File: src/verilog/usb_rf_pkg.sv
//////////////////////////////////////////////////
// Register map, field positions, width types and
// packed structs of the USB function registers
//////////////////////////////////////////////////
package usb_rf_pkg;

    //////////////////////////////////////////////////
    // Width types

    typedef logic [6:0]  reg_adr_t;
    typedef logic [31:0] reg_data_t;
    typedef logic [6:0]  funct_adr_t;
    typedef logic [8:0]  int_msk_t;
    typedef logic [7:0]  vend_stat_t;
    typedef logic [3:0]  vend_ctrl_t;

    //////////////////////////////////////////////////
    // Line state and event groups

    // Same layout as bits 4..0 of the main status word
    typedef struct packed {
        logic [1:0] line_stat;
        logic       usb_attached;
        logic       mode_hs;
        logic       suspend;
    } usb_line_status_t;

    // Raw strobes from the packet decoder
    typedef struct packed {
        logic usb_reset;
        logic rx_err;
        logic nse_err;
        logic pid_cs_err;
        logic crc5_err;
    } usb_err_t;

    // One-cycle pulses, interrupt source bits 8 down to 0
    typedef struct packed {
        logic usb_reset;
        logic rx_err;
        logic deattach;
        logic attach;
        logic suspend_end;
        logic suspend_start;
        logic nse_err;
        logic pid_cs_err;
        logic crc5_err;
    } usb_event_t;

    // Sticky copy of the event pulses
    typedef struct packed {
        logic usb_reset;
        logic rx_err;
        logic deattach;
        logic attach;
        logic suspend_end;
        logic suspend_start;
        logic nse_err;
        logic pid_cs_err;
        logic crc5_err;
    } int_src_t;

    //////////////////////////////////////////////////
    // Register indices

    localparam reg_adr_t REG_MAIN_CSR  = 7'd0;
    localparam reg_adr_t REG_FUNCT_ADR = 7'd1;
    localparam reg_adr_t REG_INT_MSK   = 7'd2;
    localparam reg_adr_t REG_INT_SRC   = 7'd3;
    localparam reg_adr_t REG_FRAME     = 7'd4;
    localparam reg_adr_t REG_VEND      = 7'd5;

    // Field positions inside the data word
    localparam int RESUME_BIT   = 5;
    localparam int INTA_MSK_LSB = 0;
    localparam int INTB_MSK_LSB = 16;
    localparam int INT_SRC_LSB  = 16;

endpackage

File: src/verilog/usb_line_events.sv
//////////////////////////////////////////////////
// Line event detector for error strobes and
// attach and suspend level changes
//////////////////////////////////////////////////
`timescale 1ns/1ps

module usb_line_events (
    input  logic                         wclk,
    input  logic                         rst,
    input  usb_rf_pkg::usb_line_status_t line_status,
    input  usb_rf_pkg::usb_err_t         errs,
    output usb_rf_pkg::usb_event_t       events
);

    usb_rf_pkg::usb_err_t errs_r;
    logic                 attach_r;
    logic                 attach_r1;
    logic                 suspend_r;
    logic                 suspend_r1;

    //////////////////////////////////////////////////
    // Sampling

    // Error strobes, one stage
    always_ff @(posedge wclk)
    begin
        if (!rst)
            errs_r <= '0;
        else
            errs_r <= errs;
    end

    // Attach and suspend levels, two stages for edge detection
    always_ff @(posedge wclk)
    begin
        attach_r   <= line_status.usb_attached;
        attach_r1  <= attach_r;
        suspend_r  <= line_status.suspend;
        suspend_r1 <= suspend_r;
    end

    //////////////////////////////////////////////////
    // Event pulses

    always_comb
    begin
        events.usb_reset     = errs_r.usb_reset;
        events.rx_err        = errs_r.rx_err;
        events.deattach      = attach_r1 & ~attach_r;
        events.attach        = ~attach_r1 & attach_r;
        events.suspend_end   = suspend_r1 & ~suspend_r;
        events.suspend_start = ~suspend_r1 & suspend_r;
        events.nse_err       = errs_r.nse_err;
        events.pid_cs_err    = errs_r.pid_cs_err;
        events.crc5_err      = errs_r.crc5_err;
    end

    // Opposite edges of one level never pulse together
    attach_excl_a: assert property (@(posedge wclk) disable iff (!rst)
        !(events.attach && events.deattach));

    suspend_excl_a: assert property (@(posedge wclk) disable iff (!rst)
        !(events.suspend_start && events.suspend_end));

endmodule

File: src/verilog/usb_int_source.sv
//////////////////////////////////////////////////
// Sticky interrupt source bits
//////////////////////////////////////////////////
`timescale 1ns/1ps

module usb_int_source (
    input  logic                   wclk,
    input  logic                   rst,
    input  usb_rf_pkg::usb_event_t events,
    input  logic                   int_src_clr,
    output usb_rf_pkg::int_src_t   int_src
);

    usb_rf_pkg::int_src_t int_src_nxt;

    // Accumulate new pulses onto the held bits
    always_comb
    begin
        int_src_nxt = usb_rf_pkg::int_src_t'(int_src | events);
    end

    // Clear on read wins over a set in the same cycle
    always_ff @(posedge wclk)
    begin
        if (!rst)
            int_src <= '0;
        else if (int_src_clr)
            int_src <= '0;
        else
            int_src <= int_src_nxt;
    end

    // A read of the source register empties it on the next edge
    clr_empties_a: assert property (@(posedge wclk) disable iff (!rst)
        int_src_clr |=> (int_src == '0));

endmodule

File: src/verilog/usb_func_regs.sv
//////////////////////////////////////////////////
// Function register block with decode, writable
// registers, vendor control, resume and read data
//////////////////////////////////////////////////
`timescale 1ns/1ps

module usb_func_regs (
    input  logic                         wclk,
    input  logic                         rst,
    input  usb_rf_pkg::reg_adr_t         adr,
    input  logic                         re,
    input  logic                         we,
    input  usb_rf_pkg::reg_data_t        din,
    output usb_rf_pkg::reg_data_t        dout,
    input  usb_rf_pkg::usb_line_status_t line_status,
    input  usb_rf_pkg::int_src_t         int_src,
    output logic                         int_src_clr,
    input  usb_rf_pkg::reg_data_t        frm_nat,
    input  usb_rf_pkg::vend_stat_t       utmi_vend_stat,
    output usb_rf_pkg::vend_ctrl_t       utmi_vend_ctrl,
    output logic                         utmi_vend_wr,
    output logic                         rf_resume_req
);

    logic hit_main;
    logic hit_funct;
    logic hit_msk;
    logic hit_src;
    logic hit_vend;
    logic vend_wr_set;
    logic resume_set;

    usb_rf_pkg::funct_adr_t funct_adr;
    usb_rf_pkg::int_msk_t   inta_msk;
    usb_rf_pkg::int_msk_t   intb_msk;
    usb_rf_pkg::vend_stat_t vend_stat_r;
    usb_rf_pkg::reg_data_t  rd_word;

    //////////////////////////////////////////////////
    // Address decode

    assign hit_main  = (adr == usb_rf_pkg::REG_MAIN_CSR);
    assign hit_funct = (adr == usb_rf_pkg::REG_FUNCT_ADR);
    assign hit_msk   = (adr == usb_rf_pkg::REG_INT_MSK);
    assign hit_src   = (adr == usb_rf_pkg::REG_INT_SRC);
    assign hit_vend  = (adr == usb_rf_pkg::REG_VEND);

    // Every write cycle acts on its own
    assign vend_wr_set = we & hit_vend;
    assign resume_set  = we & hit_main & din[usb_rf_pkg::RESUME_BIT];

    //////////////////////////////////////////////////
    // Writable registers

    always_ff @(posedge wclk)
    begin
        if (!rst)
            funct_adr <= '0;
        else if (we && hit_funct)
            funct_adr <= din[$bits(usb_rf_pkg::funct_adr_t)-1:0];
    end

    // Two mask fields share one word
    always_ff @(posedge wclk)
    begin
        if (!rst)
        begin
            inta_msk <= '0;
            intb_msk <= '0;
        end
        else if (we && hit_msk)
        begin
            inta_msk <= din[usb_rf_pkg::INTA_MSK_LSB +: $bits(usb_rf_pkg::int_msk_t)];
            intb_msk <= din[usb_rf_pkg::INTB_MSK_LSB +: $bits(usb_rf_pkg::int_msk_t)];
        end
    end

    // UTMI vendor bus
    always_ff @(posedge wclk)
    begin
        vend_stat_r <= utmi_vend_stat;
        if (vend_wr_set)
            utmi_vend_ctrl <= din[$bits(usb_rf_pkg::vend_ctrl_t)-1:0];
    end

    //////////////////////////////////////////////////
    // Strobes

    always_ff @(posedge wclk)
    begin
        if (!rst)
        begin
            utmi_vend_wr  <= 1'b0;
            rf_resume_req <= 1'b0;
            int_src_clr   <= 1'b0;
        end
        else
        begin
            utmi_vend_wr  <= vend_wr_set;
            rf_resume_req <= resume_set;
            // Reading the source register drains it
            int_src_clr   <= re & hit_src;
        end
    end

    //////////////////////////////////////////////////
    // Read data

    always_comb
    begin
        rd_word = '0;
        case (adr)
            usb_rf_pkg::REG_MAIN_CSR:
                rd_word[$bits(usb_rf_pkg::usb_line_status_t)-1:0] = line_status;
            usb_rf_pkg::REG_FUNCT_ADR:
                rd_word[$bits(usb_rf_pkg::funct_adr_t)-1:0] = funct_adr;
            usb_rf_pkg::REG_INT_MSK:
            begin
                rd_word[usb_rf_pkg::INTA_MSK_LSB +: $bits(usb_rf_pkg::int_msk_t)] = inta_msk;
                rd_word[usb_rf_pkg::INTB_MSK_LSB +: $bits(usb_rf_pkg::int_msk_t)] = intb_msk;
            end
            usb_rf_pkg::REG_INT_SRC:
                rd_word[usb_rf_pkg::INT_SRC_LSB +: $bits(usb_rf_pkg::int_src_t)] = int_src;
            usb_rf_pkg::REG_FRAME:
                rd_word = frm_nat;
            usb_rf_pkg::REG_VEND:
                rd_word[$bits(usb_rf_pkg::vend_stat_t)-1:0] = vend_stat_r;
            default:
                rd_word = '0;
        endcase
    end

    // Registered every cycle whether or not re is high
    always_ff @(posedge wclk)
    begin
        dout <= rd_word;
    end

    // Pulses toward the PHY last a single cycle
    vend_wr_pulse_a: assert property (@(posedge wclk) disable iff (!rst)
        utmi_vend_wr |=> !utmi_vend_wr);

    resume_pulse_a: assert property (@(posedge wclk) disable iff (!rst)
        rf_resume_req |=> !rf_resume_req);

endmodule

File: src/verilog/usb_rf_top.sv
//////////////////////////////////////////////////
// Top level of the USB function register block
//////////////////////////////////////////////////
`timescale 1ns/1ps

module usb_rf_top (
    input  logic                         wclk,
    input  logic                         rst,

    // Host bus
    input  usb_rf_pkg::reg_adr_t         adr,
    input  logic                         re,
    input  logic                         we,
    input  usb_rf_pkg::reg_data_t        din,
    output usb_rf_pkg::reg_data_t        dout,

    // PHY side
    input  usb_rf_pkg::usb_line_status_t line_status,
    input  usb_rf_pkg::usb_err_t         errs,
    input  usb_rf_pkg::reg_data_t        frm_nat,
    input  usb_rf_pkg::vend_stat_t       utmi_vend_stat,
    output usb_rf_pkg::vend_ctrl_t       utmi_vend_ctrl,
    output logic                         utmi_vend_wr,
    output logic                         rf_resume_req
);

    usb_rf_pkg::usb_event_t events;
    usb_rf_pkg::int_src_t   int_src;
    logic                   int_src_clr;

    // Event producer
    usb_line_events events0 (
        .wclk        (wclk),
        .rst         (rst),
        .line_status (line_status),
        .errs        (errs),
        .events      (events)
    );

    // Sticky source bits
    usb_int_source int_src0 (
        .wclk        (wclk),
        .rst         (rst),
        .events      (events),
        .int_src_clr (int_src_clr),
        .int_src     (int_src)
    );

    // Bus registers, drain the source bits on read
    usb_func_regs regs0 (
        .wclk           (wclk),
        .rst            (rst),
        .adr            (adr),
        .re             (re),
        .we             (we),
        .din            (din),
        .dout           (dout),
        .line_status    (line_status),
        .int_src        (int_src),
        .int_src_clr    (int_src_clr),
        .frm_nat        (frm_nat),
        .utmi_vend_stat (utmi_vend_stat),
        .utmi_vend_ctrl (utmi_vend_ctrl),
        .utmi_vend_wr   (utmi_vend_wr),
        .rf_resume_req  (rf_resume_req)
    );

endmodule

File: config.mk
export PLATFORM = sky130hd
export DESIGN_NAME = usb_rf_top
export DESIGN_NICKNAME = d
export VERILOG_FILES = /design/src/verilog/usb_rf_pkg.sv /design/src/verilog/usb_line_events.sv /design/src/verilog/usb_int_source.sv /design/src/verilog/usb_func_regs.sv /design/src/verilog/usb_rf_top.sv
export SDC_FILE = /design/constraint.sdc
export NUM_CORES = 1
export LEC_CHECK = 0
export BUFFER_PORTS_ARGS = -buffer_cell sky130_fd_sc_hd__clkbuf_2
export CELL_PAD_IN_SITES_DETAIL_PLACEMENT = 1
export CELL_PAD_IN_SITES_GLOBAL_PLACEMENT = 2
export CORE_UTILIZATION = 28
export CTS_CLUSTER_SIZE = 28
export DETAILED_ROUTE_END_ITERATION = 10
export GPL_ROUTABILITY_DRIVEN = 0
export MAX_ROUTING_LAYER = met4
export PLACE_DENSITY = 0.78
export SYNTH_ARGS = -nofsm -noshare
export SYNTH_HDL_FRONTEND = slang
export SYNTH_SLANG_ARGS = --single-unit
export TNS_END_PERCENT = 10
File: constraint.sdc
create_clock -name wclk -period 1.7 [get_ports wclk]
set_clock_uncertainty 0.1 [all_clocks]
set_input_delay 0.085 -clock wclk [delete_from_list [all_inputs] [get_ports wclk]]
set_output_delay 0.085 -clock wclk [all_outputs]
set_load 0.01 [all_outputs]
==> metrics.md, run 1 <==
| Metric | Value |
|---|---|
| Status | finished clean |
| ANT nets after route | 0 |
| Number of port buffers | 116 |
| Cell Rows | 39 |
| Min-delay src | frm_nat[7] |
| Slew Limit Fails | 0 |
| Startpoint types | primary input |
| Tmin final | 1.595 ns |
| CP Cell Sequence | dlygate4sd3_1 > clkbuf_2 > or4bb_4 > o21ai_0 > a21boi_0 |
| CP max stage cell | or4bb_4 |
| Post-Syn Area | 3254 µm² |
| Worst-path fanout max | 7 |
| Primary FF master, synth | dfxtp_1 |
| YS warnings | 0 |
| R2r endpoint | regs0.dout[3] |
| Starting Density | 28.62% |
| CTS sink count | 90 |
| Reg-to-reg slack, setup | 0.61 ns |
| Worst skew pair latency | 0.34 ns |
| Post-synth EDFFs | 4 |
| GRT Residual Overflow | 0 |
| Critical path type | primary input to flip-flop |
| Data required, critical path | 1.82 ns |
| Synthesized netlist cell count | 311 |
| Reg2reg path depth | 2 |
| Fraction of registers with async set or reset after synthesis | 0% |
| Area Growth Syn to Fin | 54.52% |
| Num CTS Buffers | 9 |
| DRT Pass-1 Iters | 4 |
| Critical path origin | we |
| Core ar. | 11,370 µm² |
| Worst Hold Class | primary input to flip-flop |
| Initial antenna violation count | 0 |
| Vias per inst | 4.689 |
| Cell Pwr Density | 904.8 nW/µm² |
| Hold Path Stages | 4 |
| Largest net degree at the start of global routing | 27 |
| Total Wirelength | 10.10 mm |
| CTS Buffer Depth | 2 |
| Sum Neg Setup Slack | 0 ns |
| Initial DRC count | 134 |
| Width of the chip | 109.8 µm |
| Post-synthesis sequential area ratio | 56.59% |
| CP endpoint kind | flip-flop |
| Hpwl dp | 6.602 mm |
| Slew HR | 70.80% |
| Tcrit/Tclk final | 93.84% |
| CP Buf/Inv Count | 2 |
| Placement Setup Slack | 0.1539 ns |
| Clock H-tree levels | 3 |
| Final setup fails | 0 |
| Hold Fails Final Rpt | 0 |
| LEAKAGE | 0.002144 µW |
| Net Count, Synth | 404 |
| Postcts setup bufs | 0 |
| Share of cells above drive strength 1 | 32.41% |
| Vias in the first global route | 3,187 |
| DRC viols | 0 |
| CTS tree | done |
| Die area | 12,060 µm² |
| Achievable Freq | 626.9 MHz |
| First-pass GRT wire length | 15.66 mm |
| ANT cells | 0 |
| Io pins | 131 |
| Nets | 591 |
| Clock Tree Root | clkbuf_16 |
| Clock Pin Slew Worst Setup and Hold Paths | 0.06 ns |
| RSZ-0062 raised after global routing | false |
| CP endpoint | regs0.funct_adr[3] |
| Worst path depth | 5 |
| Fillers | 1,294 |
| Max Cap Viol | 0 |
| Crit path largest cell delay | 0.60 ns |
| R2R Path Start | regs0.funct_adr[3] |
| Die height | 109.8 µm |
| Vias | 3,029 |
| Syn_area_per_cell | 10.46 µm² |
| Setup slack after layout | 0.1048 ns |
| Post-synth cell types | 38 |
| Worst-Margin Slew | 0.4380 ns |
| Overall Global Routing Usage | 17.97% |
| Wirelength per Cell | 15.64 µm |
| Peak supply drop | 590.8 µV |
| Top delay family on crit path | buffers and inverters |
| Flops & latches, synth | 90 |
| CP arrival | 1.71 ns |
-- registers in the layout (all words and copies together) (netlist names), 4 cells and up --
register	flops
regs0.funct_adr	7
regs0.inta_msk	9
regs0.dout	32
regs0.intb_msk	9
regs0.utmi_vend_ctrl	4
int_src0.int_src	9
regs0.vend_stat_r	8
events0.events	5
-- report_power, final --
group	switching (µW)	internal [µW]
logic	171	237
clock network	802	1160
registers	16.7	2170
total	990	3560
-- worst min-delay path by stage --
stage,end
5_1_grt,regs0.dout[7]
4_1_cts,regs0.dout[7]
2_1_floorplan,events0.attach_r
3_3_place_gp,regs0.vend_stat_r[2]
6_report,regs0.dout[7]
3_5_place_dp,regs0.vend_stat_r[4]
-- per-layer routing --
metal	GRT usage (%)	routed length (µm)
met1	20.63	4354
met2	30.49	5099
met5	-	0
met4	5.714	152
met3	4.624	496
-- what timing repair did --
item,CTS,global route
hold endpoints to repair,74,0
hold buffers,63,0
resized for setup,0,1
setup endpoints to repair,0,3
-- tightest hold or removal path, cell delays in order --
cell and delay (ns):
clkbuf_2 0.08, nand3b_1 0.07, a21o_1 0.10, a21oi_1 0.05
-- layout by cell type (no fill, tap or decap), types with 2 or more instances in the layout --
| cell type | count |
|---|---|
| a22o_1 | 5 |
| clkbuf_2 | 116 |
| clkinvlp_4 | 2 |
| clkbuf_8 | 2 |
| a21oi_1 | 6 |
| and4_1 | 3 |
| inv_1 | 5 |
| or3b_2 | 3 |
| o2bb2ai_1 | 9 |
| and2_1 | 20 |
| nor2_1 | 18 |
| nor2b_1 | 2 |
| nand3_1 | 31 |
| a221o_1 | 5 |
| dfxtp_1 | 86 |
| buf_4 | 22 |
| edfxtp_1 | 4 |
| nor3_1 | 2 |
| a21boi_0 | 25 |
| o21ai_0 | 26 |
| a211oi_1 | 3 |
| clkbuf_16 | 10 |
| nand3b_1 | 4 |
| dlygate4sd3_1 | 63 |
| a21o_1 | 2 |
| mux2i_1 | 11 |
-- stage by stage --
step / std cells / hold slack (ns) / cell area [µm²] / power [µW] / utilization [%]
final: 646 / 0.01581 / 5029 / 4550 / 44.23
after global routing: 646 / 0.03459 / 5029 / 4730 / 44.23
after CTS: 646 / 0.007117 / 5025 / 4610 / 44.20
after detailed placement: 567 / 0.08978 / 4093 / 2522 / 36.00
after global placement: 567 / 0.09027 / 4093 / 2515 / 36.00
after floorplan: 311 / 0.01272 / 3254 / 2349 / -
-- area by class of cell --
class / count / area, µm² / share of cell area (%)
tap: 143 / 178.9 / 3.558
inverter: 5 / 18.77 / 0.3732
sequential: 90 / 1842 / 36.63
clock inverter: 3 / 20.02 / 0.3981
clock buffer: 13 / 281.5 / 5.598
multi-input combinational: 190 / 1291 / 25.68
timing repair buffer: 202 / 1396 / 27.77
-- cells by family (layout without fill, tap and decap cells) --
kind of cell	Yosys count	count (layout)	share of synthesized area, %
mux	12	12	3.729
flops	90	90	56.59
buf+inv	31	223	4.498
simple gates	94	94	17.26
compound gates	84	84	17.92
-- synth_stat cells (all sizes together) (2+ instances only) --
master   count  area share, %
and4         3           0.81
nor4bb       2           0.62
nor2        18            2.1
or3b         3           0.81
edfxtp       4            3.7
inv          5           0.58
buf         11            2.2
nor4         2           0.85
a21boi      25            5.8
clkbuf      15            1.7
and2        21            4.0
a21o         2           0.46
dfxtp       86             53
nor2b        2           0.38
a22o         5            1.3
a21oi        6           0.92
o21ai       26            4.0
mux2i       11            3.4
o2bb2ai      9            2.4
nor3         2           0.31
a211oi       3           0.69
a221o        5            1.5
nand3b       4           0.92
nand3       31            4.8
No activity file was read; power rests on OpenSTA's default activity.
==> inputs of run 2 (changes only) <==
PLACE_DENSITY = unset   (was 0.78)
PLACE_DENSITY_LB_ADDON = 0.15   (was unset)
RECOVER_POWER = 50   (was unset)
==> metrics.md, run 2 (synthesis results as in run 1) <==
| Metric | Value |
|---|---|
| Overall Global Routing Usage | 18.59% |
| Reg2reg path depth | 2 |
| Clock Tree Root | clkbuf_16 |
| Largest net degree at the start of global routing | 22 |
| Final Util | 43.59% |
| Number of port buffers | 116 |
| Data required, critical path | 1.88 ns |
| Worst-Margin Slew | 0.4629 ns |
| Commonest non-fill, non-tap cell in the layout | dfxtp_1 |
| M2 GR Usage | 30.58% |
| Finished Cell Area | 4956 µm² |
| Max Cap Viol | 0 |
| Status | finished clean |
| Nets | 592 |
| Top reg by flops | regs0.dout |
| Setup slack after layout | 0.08790 ns |
| Gr busiest metal | met2 |
| Vias | 3,009 |
| First-pass GRT wire length | 15.95 mm |
| DRT Pass-1 Iters | 4 |
| Wirelength per Cell | 15.93 µm |
| Num CTS Buffers | 9 |
| Tmin final | 1.612 ns |
| Reg-to-reg slack, setup | 0.61 ns |
| Clock Pin Slew Worst Setup and Hold Paths | 0.06 ns |
| Core ar. | 11,370 µm² |
| Worst-path fanout max | 8 |
| Io pins | 131 |
| Starting Density | 28.62% |
| Tcrit/Tclk final | 94.83% |
| Postcts setup bufs | 0 |
| Hold Path Stages | 4 |
| Worst Hold Class | primary input to flip-flop |
| Placement Setup Slack | 0.1365 ns |
| GRT Residual Overflow | 0 |
| CP arrival | 1.80 ns |
| Share of cells above drive strength 1 | 22.62% |
| GR Util met1 | 21.80% |
| Initial antenna violation count | 0 |
| Sum Neg Setup Slack | 0 ns |
| Final setup fails | 0 |
| Achievable Freq | 620.3 MHz |
| CTS sink count | 90 |
| Number of flip-flops in the largest register | 32 |
| Vias in the first global route | 3,112 |
| Area Growth Syn to Fin | 52.29% |
| Cell Pwr Density | 890.7 nW/µm² |
| Hpwl dp | 6.681 mm |
| Vias per inst | 4.651 |
| CTS tree | done |
| Die area | 12,060 µm² |
| Commonest non-fill, non-tap cells in the layout | dfxtp_1, clkbuf_2, dlygate4sd3_1 |
| Placement Cell Area | 4070 µm² |
| Slew HR | 69.14% |
| Hold WS | 0.05851 ns |
| Initial DRC count | 96 |
| ANT nets after route | 0 |
| Register area | 1842 µm² |
| Worst skew pair latency | 0.34 ns |
| Slew Limit Fails | 0 |
| Peak supply drop | 800.1 µV |
| CTS Buffer Depth | 2 |
| Multi-input gate area | 1287 µm² |
| Die height | 109.8 µm |
| Cell Rows | 39 |
| LEAKAGE | 0.001989 µW |
| Startpoint types | primary input |
| Clock H-tree levels | 3 |
| Critical path type | primary input to flip-flop |
| CP endpoint kind | flip-flop |
| Total Wirelength | 10.30 mm |
| DRC viols | 0 |
| Met3 usage | 5.335% |
| RSZ-0062 raised after global routing | true |
| Fillers | 1,295 |
| Hold Fails Final Rpt | 0 |
| ANT cells | 0 |
| Width of the chip | 109.8 µm |
-- run 2: cell count changes in the layout (fill, tap and decap cells not counted), sizes merged --
cell         before  now
dlygate4sd3      63   66
clkinvlp          2    0
buf              23   21
clkinv            1    3
-- run 2: timing repair --
action                                  in CTS  in global routing
endpoints found under the setup margin       0                 25
endpoints found under the hold margin       76                  0
resized for setup                            0                  5
hold buffers                                66                  0
-- run 2: per-stage QoR --
| stage | total power, µW | instances |
|---|---|---|
| finish | 4415 | 647 |
| global route | 4607 | 647 |
| CTS | 4467 | 646 |
| detailed placement | 2522 | 564 |
| global placement | 2516 | 564 |
| floorplan | 2349 | 311 |
-- run 2: power by group --
part	leakage (µW)	internal [µW]	switching (µW)
registers	0.000737	2170	16.7
clock network	0.000133	1030	801
logic	0.00112	234	172
total	0.00199	3420	990
-- run 2: path summary, 6_finish.rpt --
path	start	to
setup / recovery	adr[2]	regs0.dout[3]
hold / removal	frm_nat[8]	regs0.dout[8]
setup reg to reg	regs0.funct_adr[3]	regs0.dout[3]
hold reg to reg	events0.suspend_r	events0.suspend_r1
-- run 2: worst max-delay path, stage by stage --
cell	delay, ns
dlygate4sd3_1	0.53
clkbuf_2	0.17
buf_4	0.19
or3b_2	0.44
a211oi_1	0.24
a221o_1	0.14
-- run 2: cell type report --
type | count | area share (%)
clock buffers | 13 | 5.049
clock inverters | 3 | 0.3030
inverters | 5 | 0.3787
multi-input cells | 190 | 25.98
flip-flops and latches | 90 | 37.16
well taps | 143 | 3.610
repair buffers | 203 | 27.52
-- run 2: metal layers --
metal,part of all wire (%),up-vias
li1,-,1491
met1,45,1428
met2,49,76
met3,5.1,14
met4,1.4,0
met5,0,-
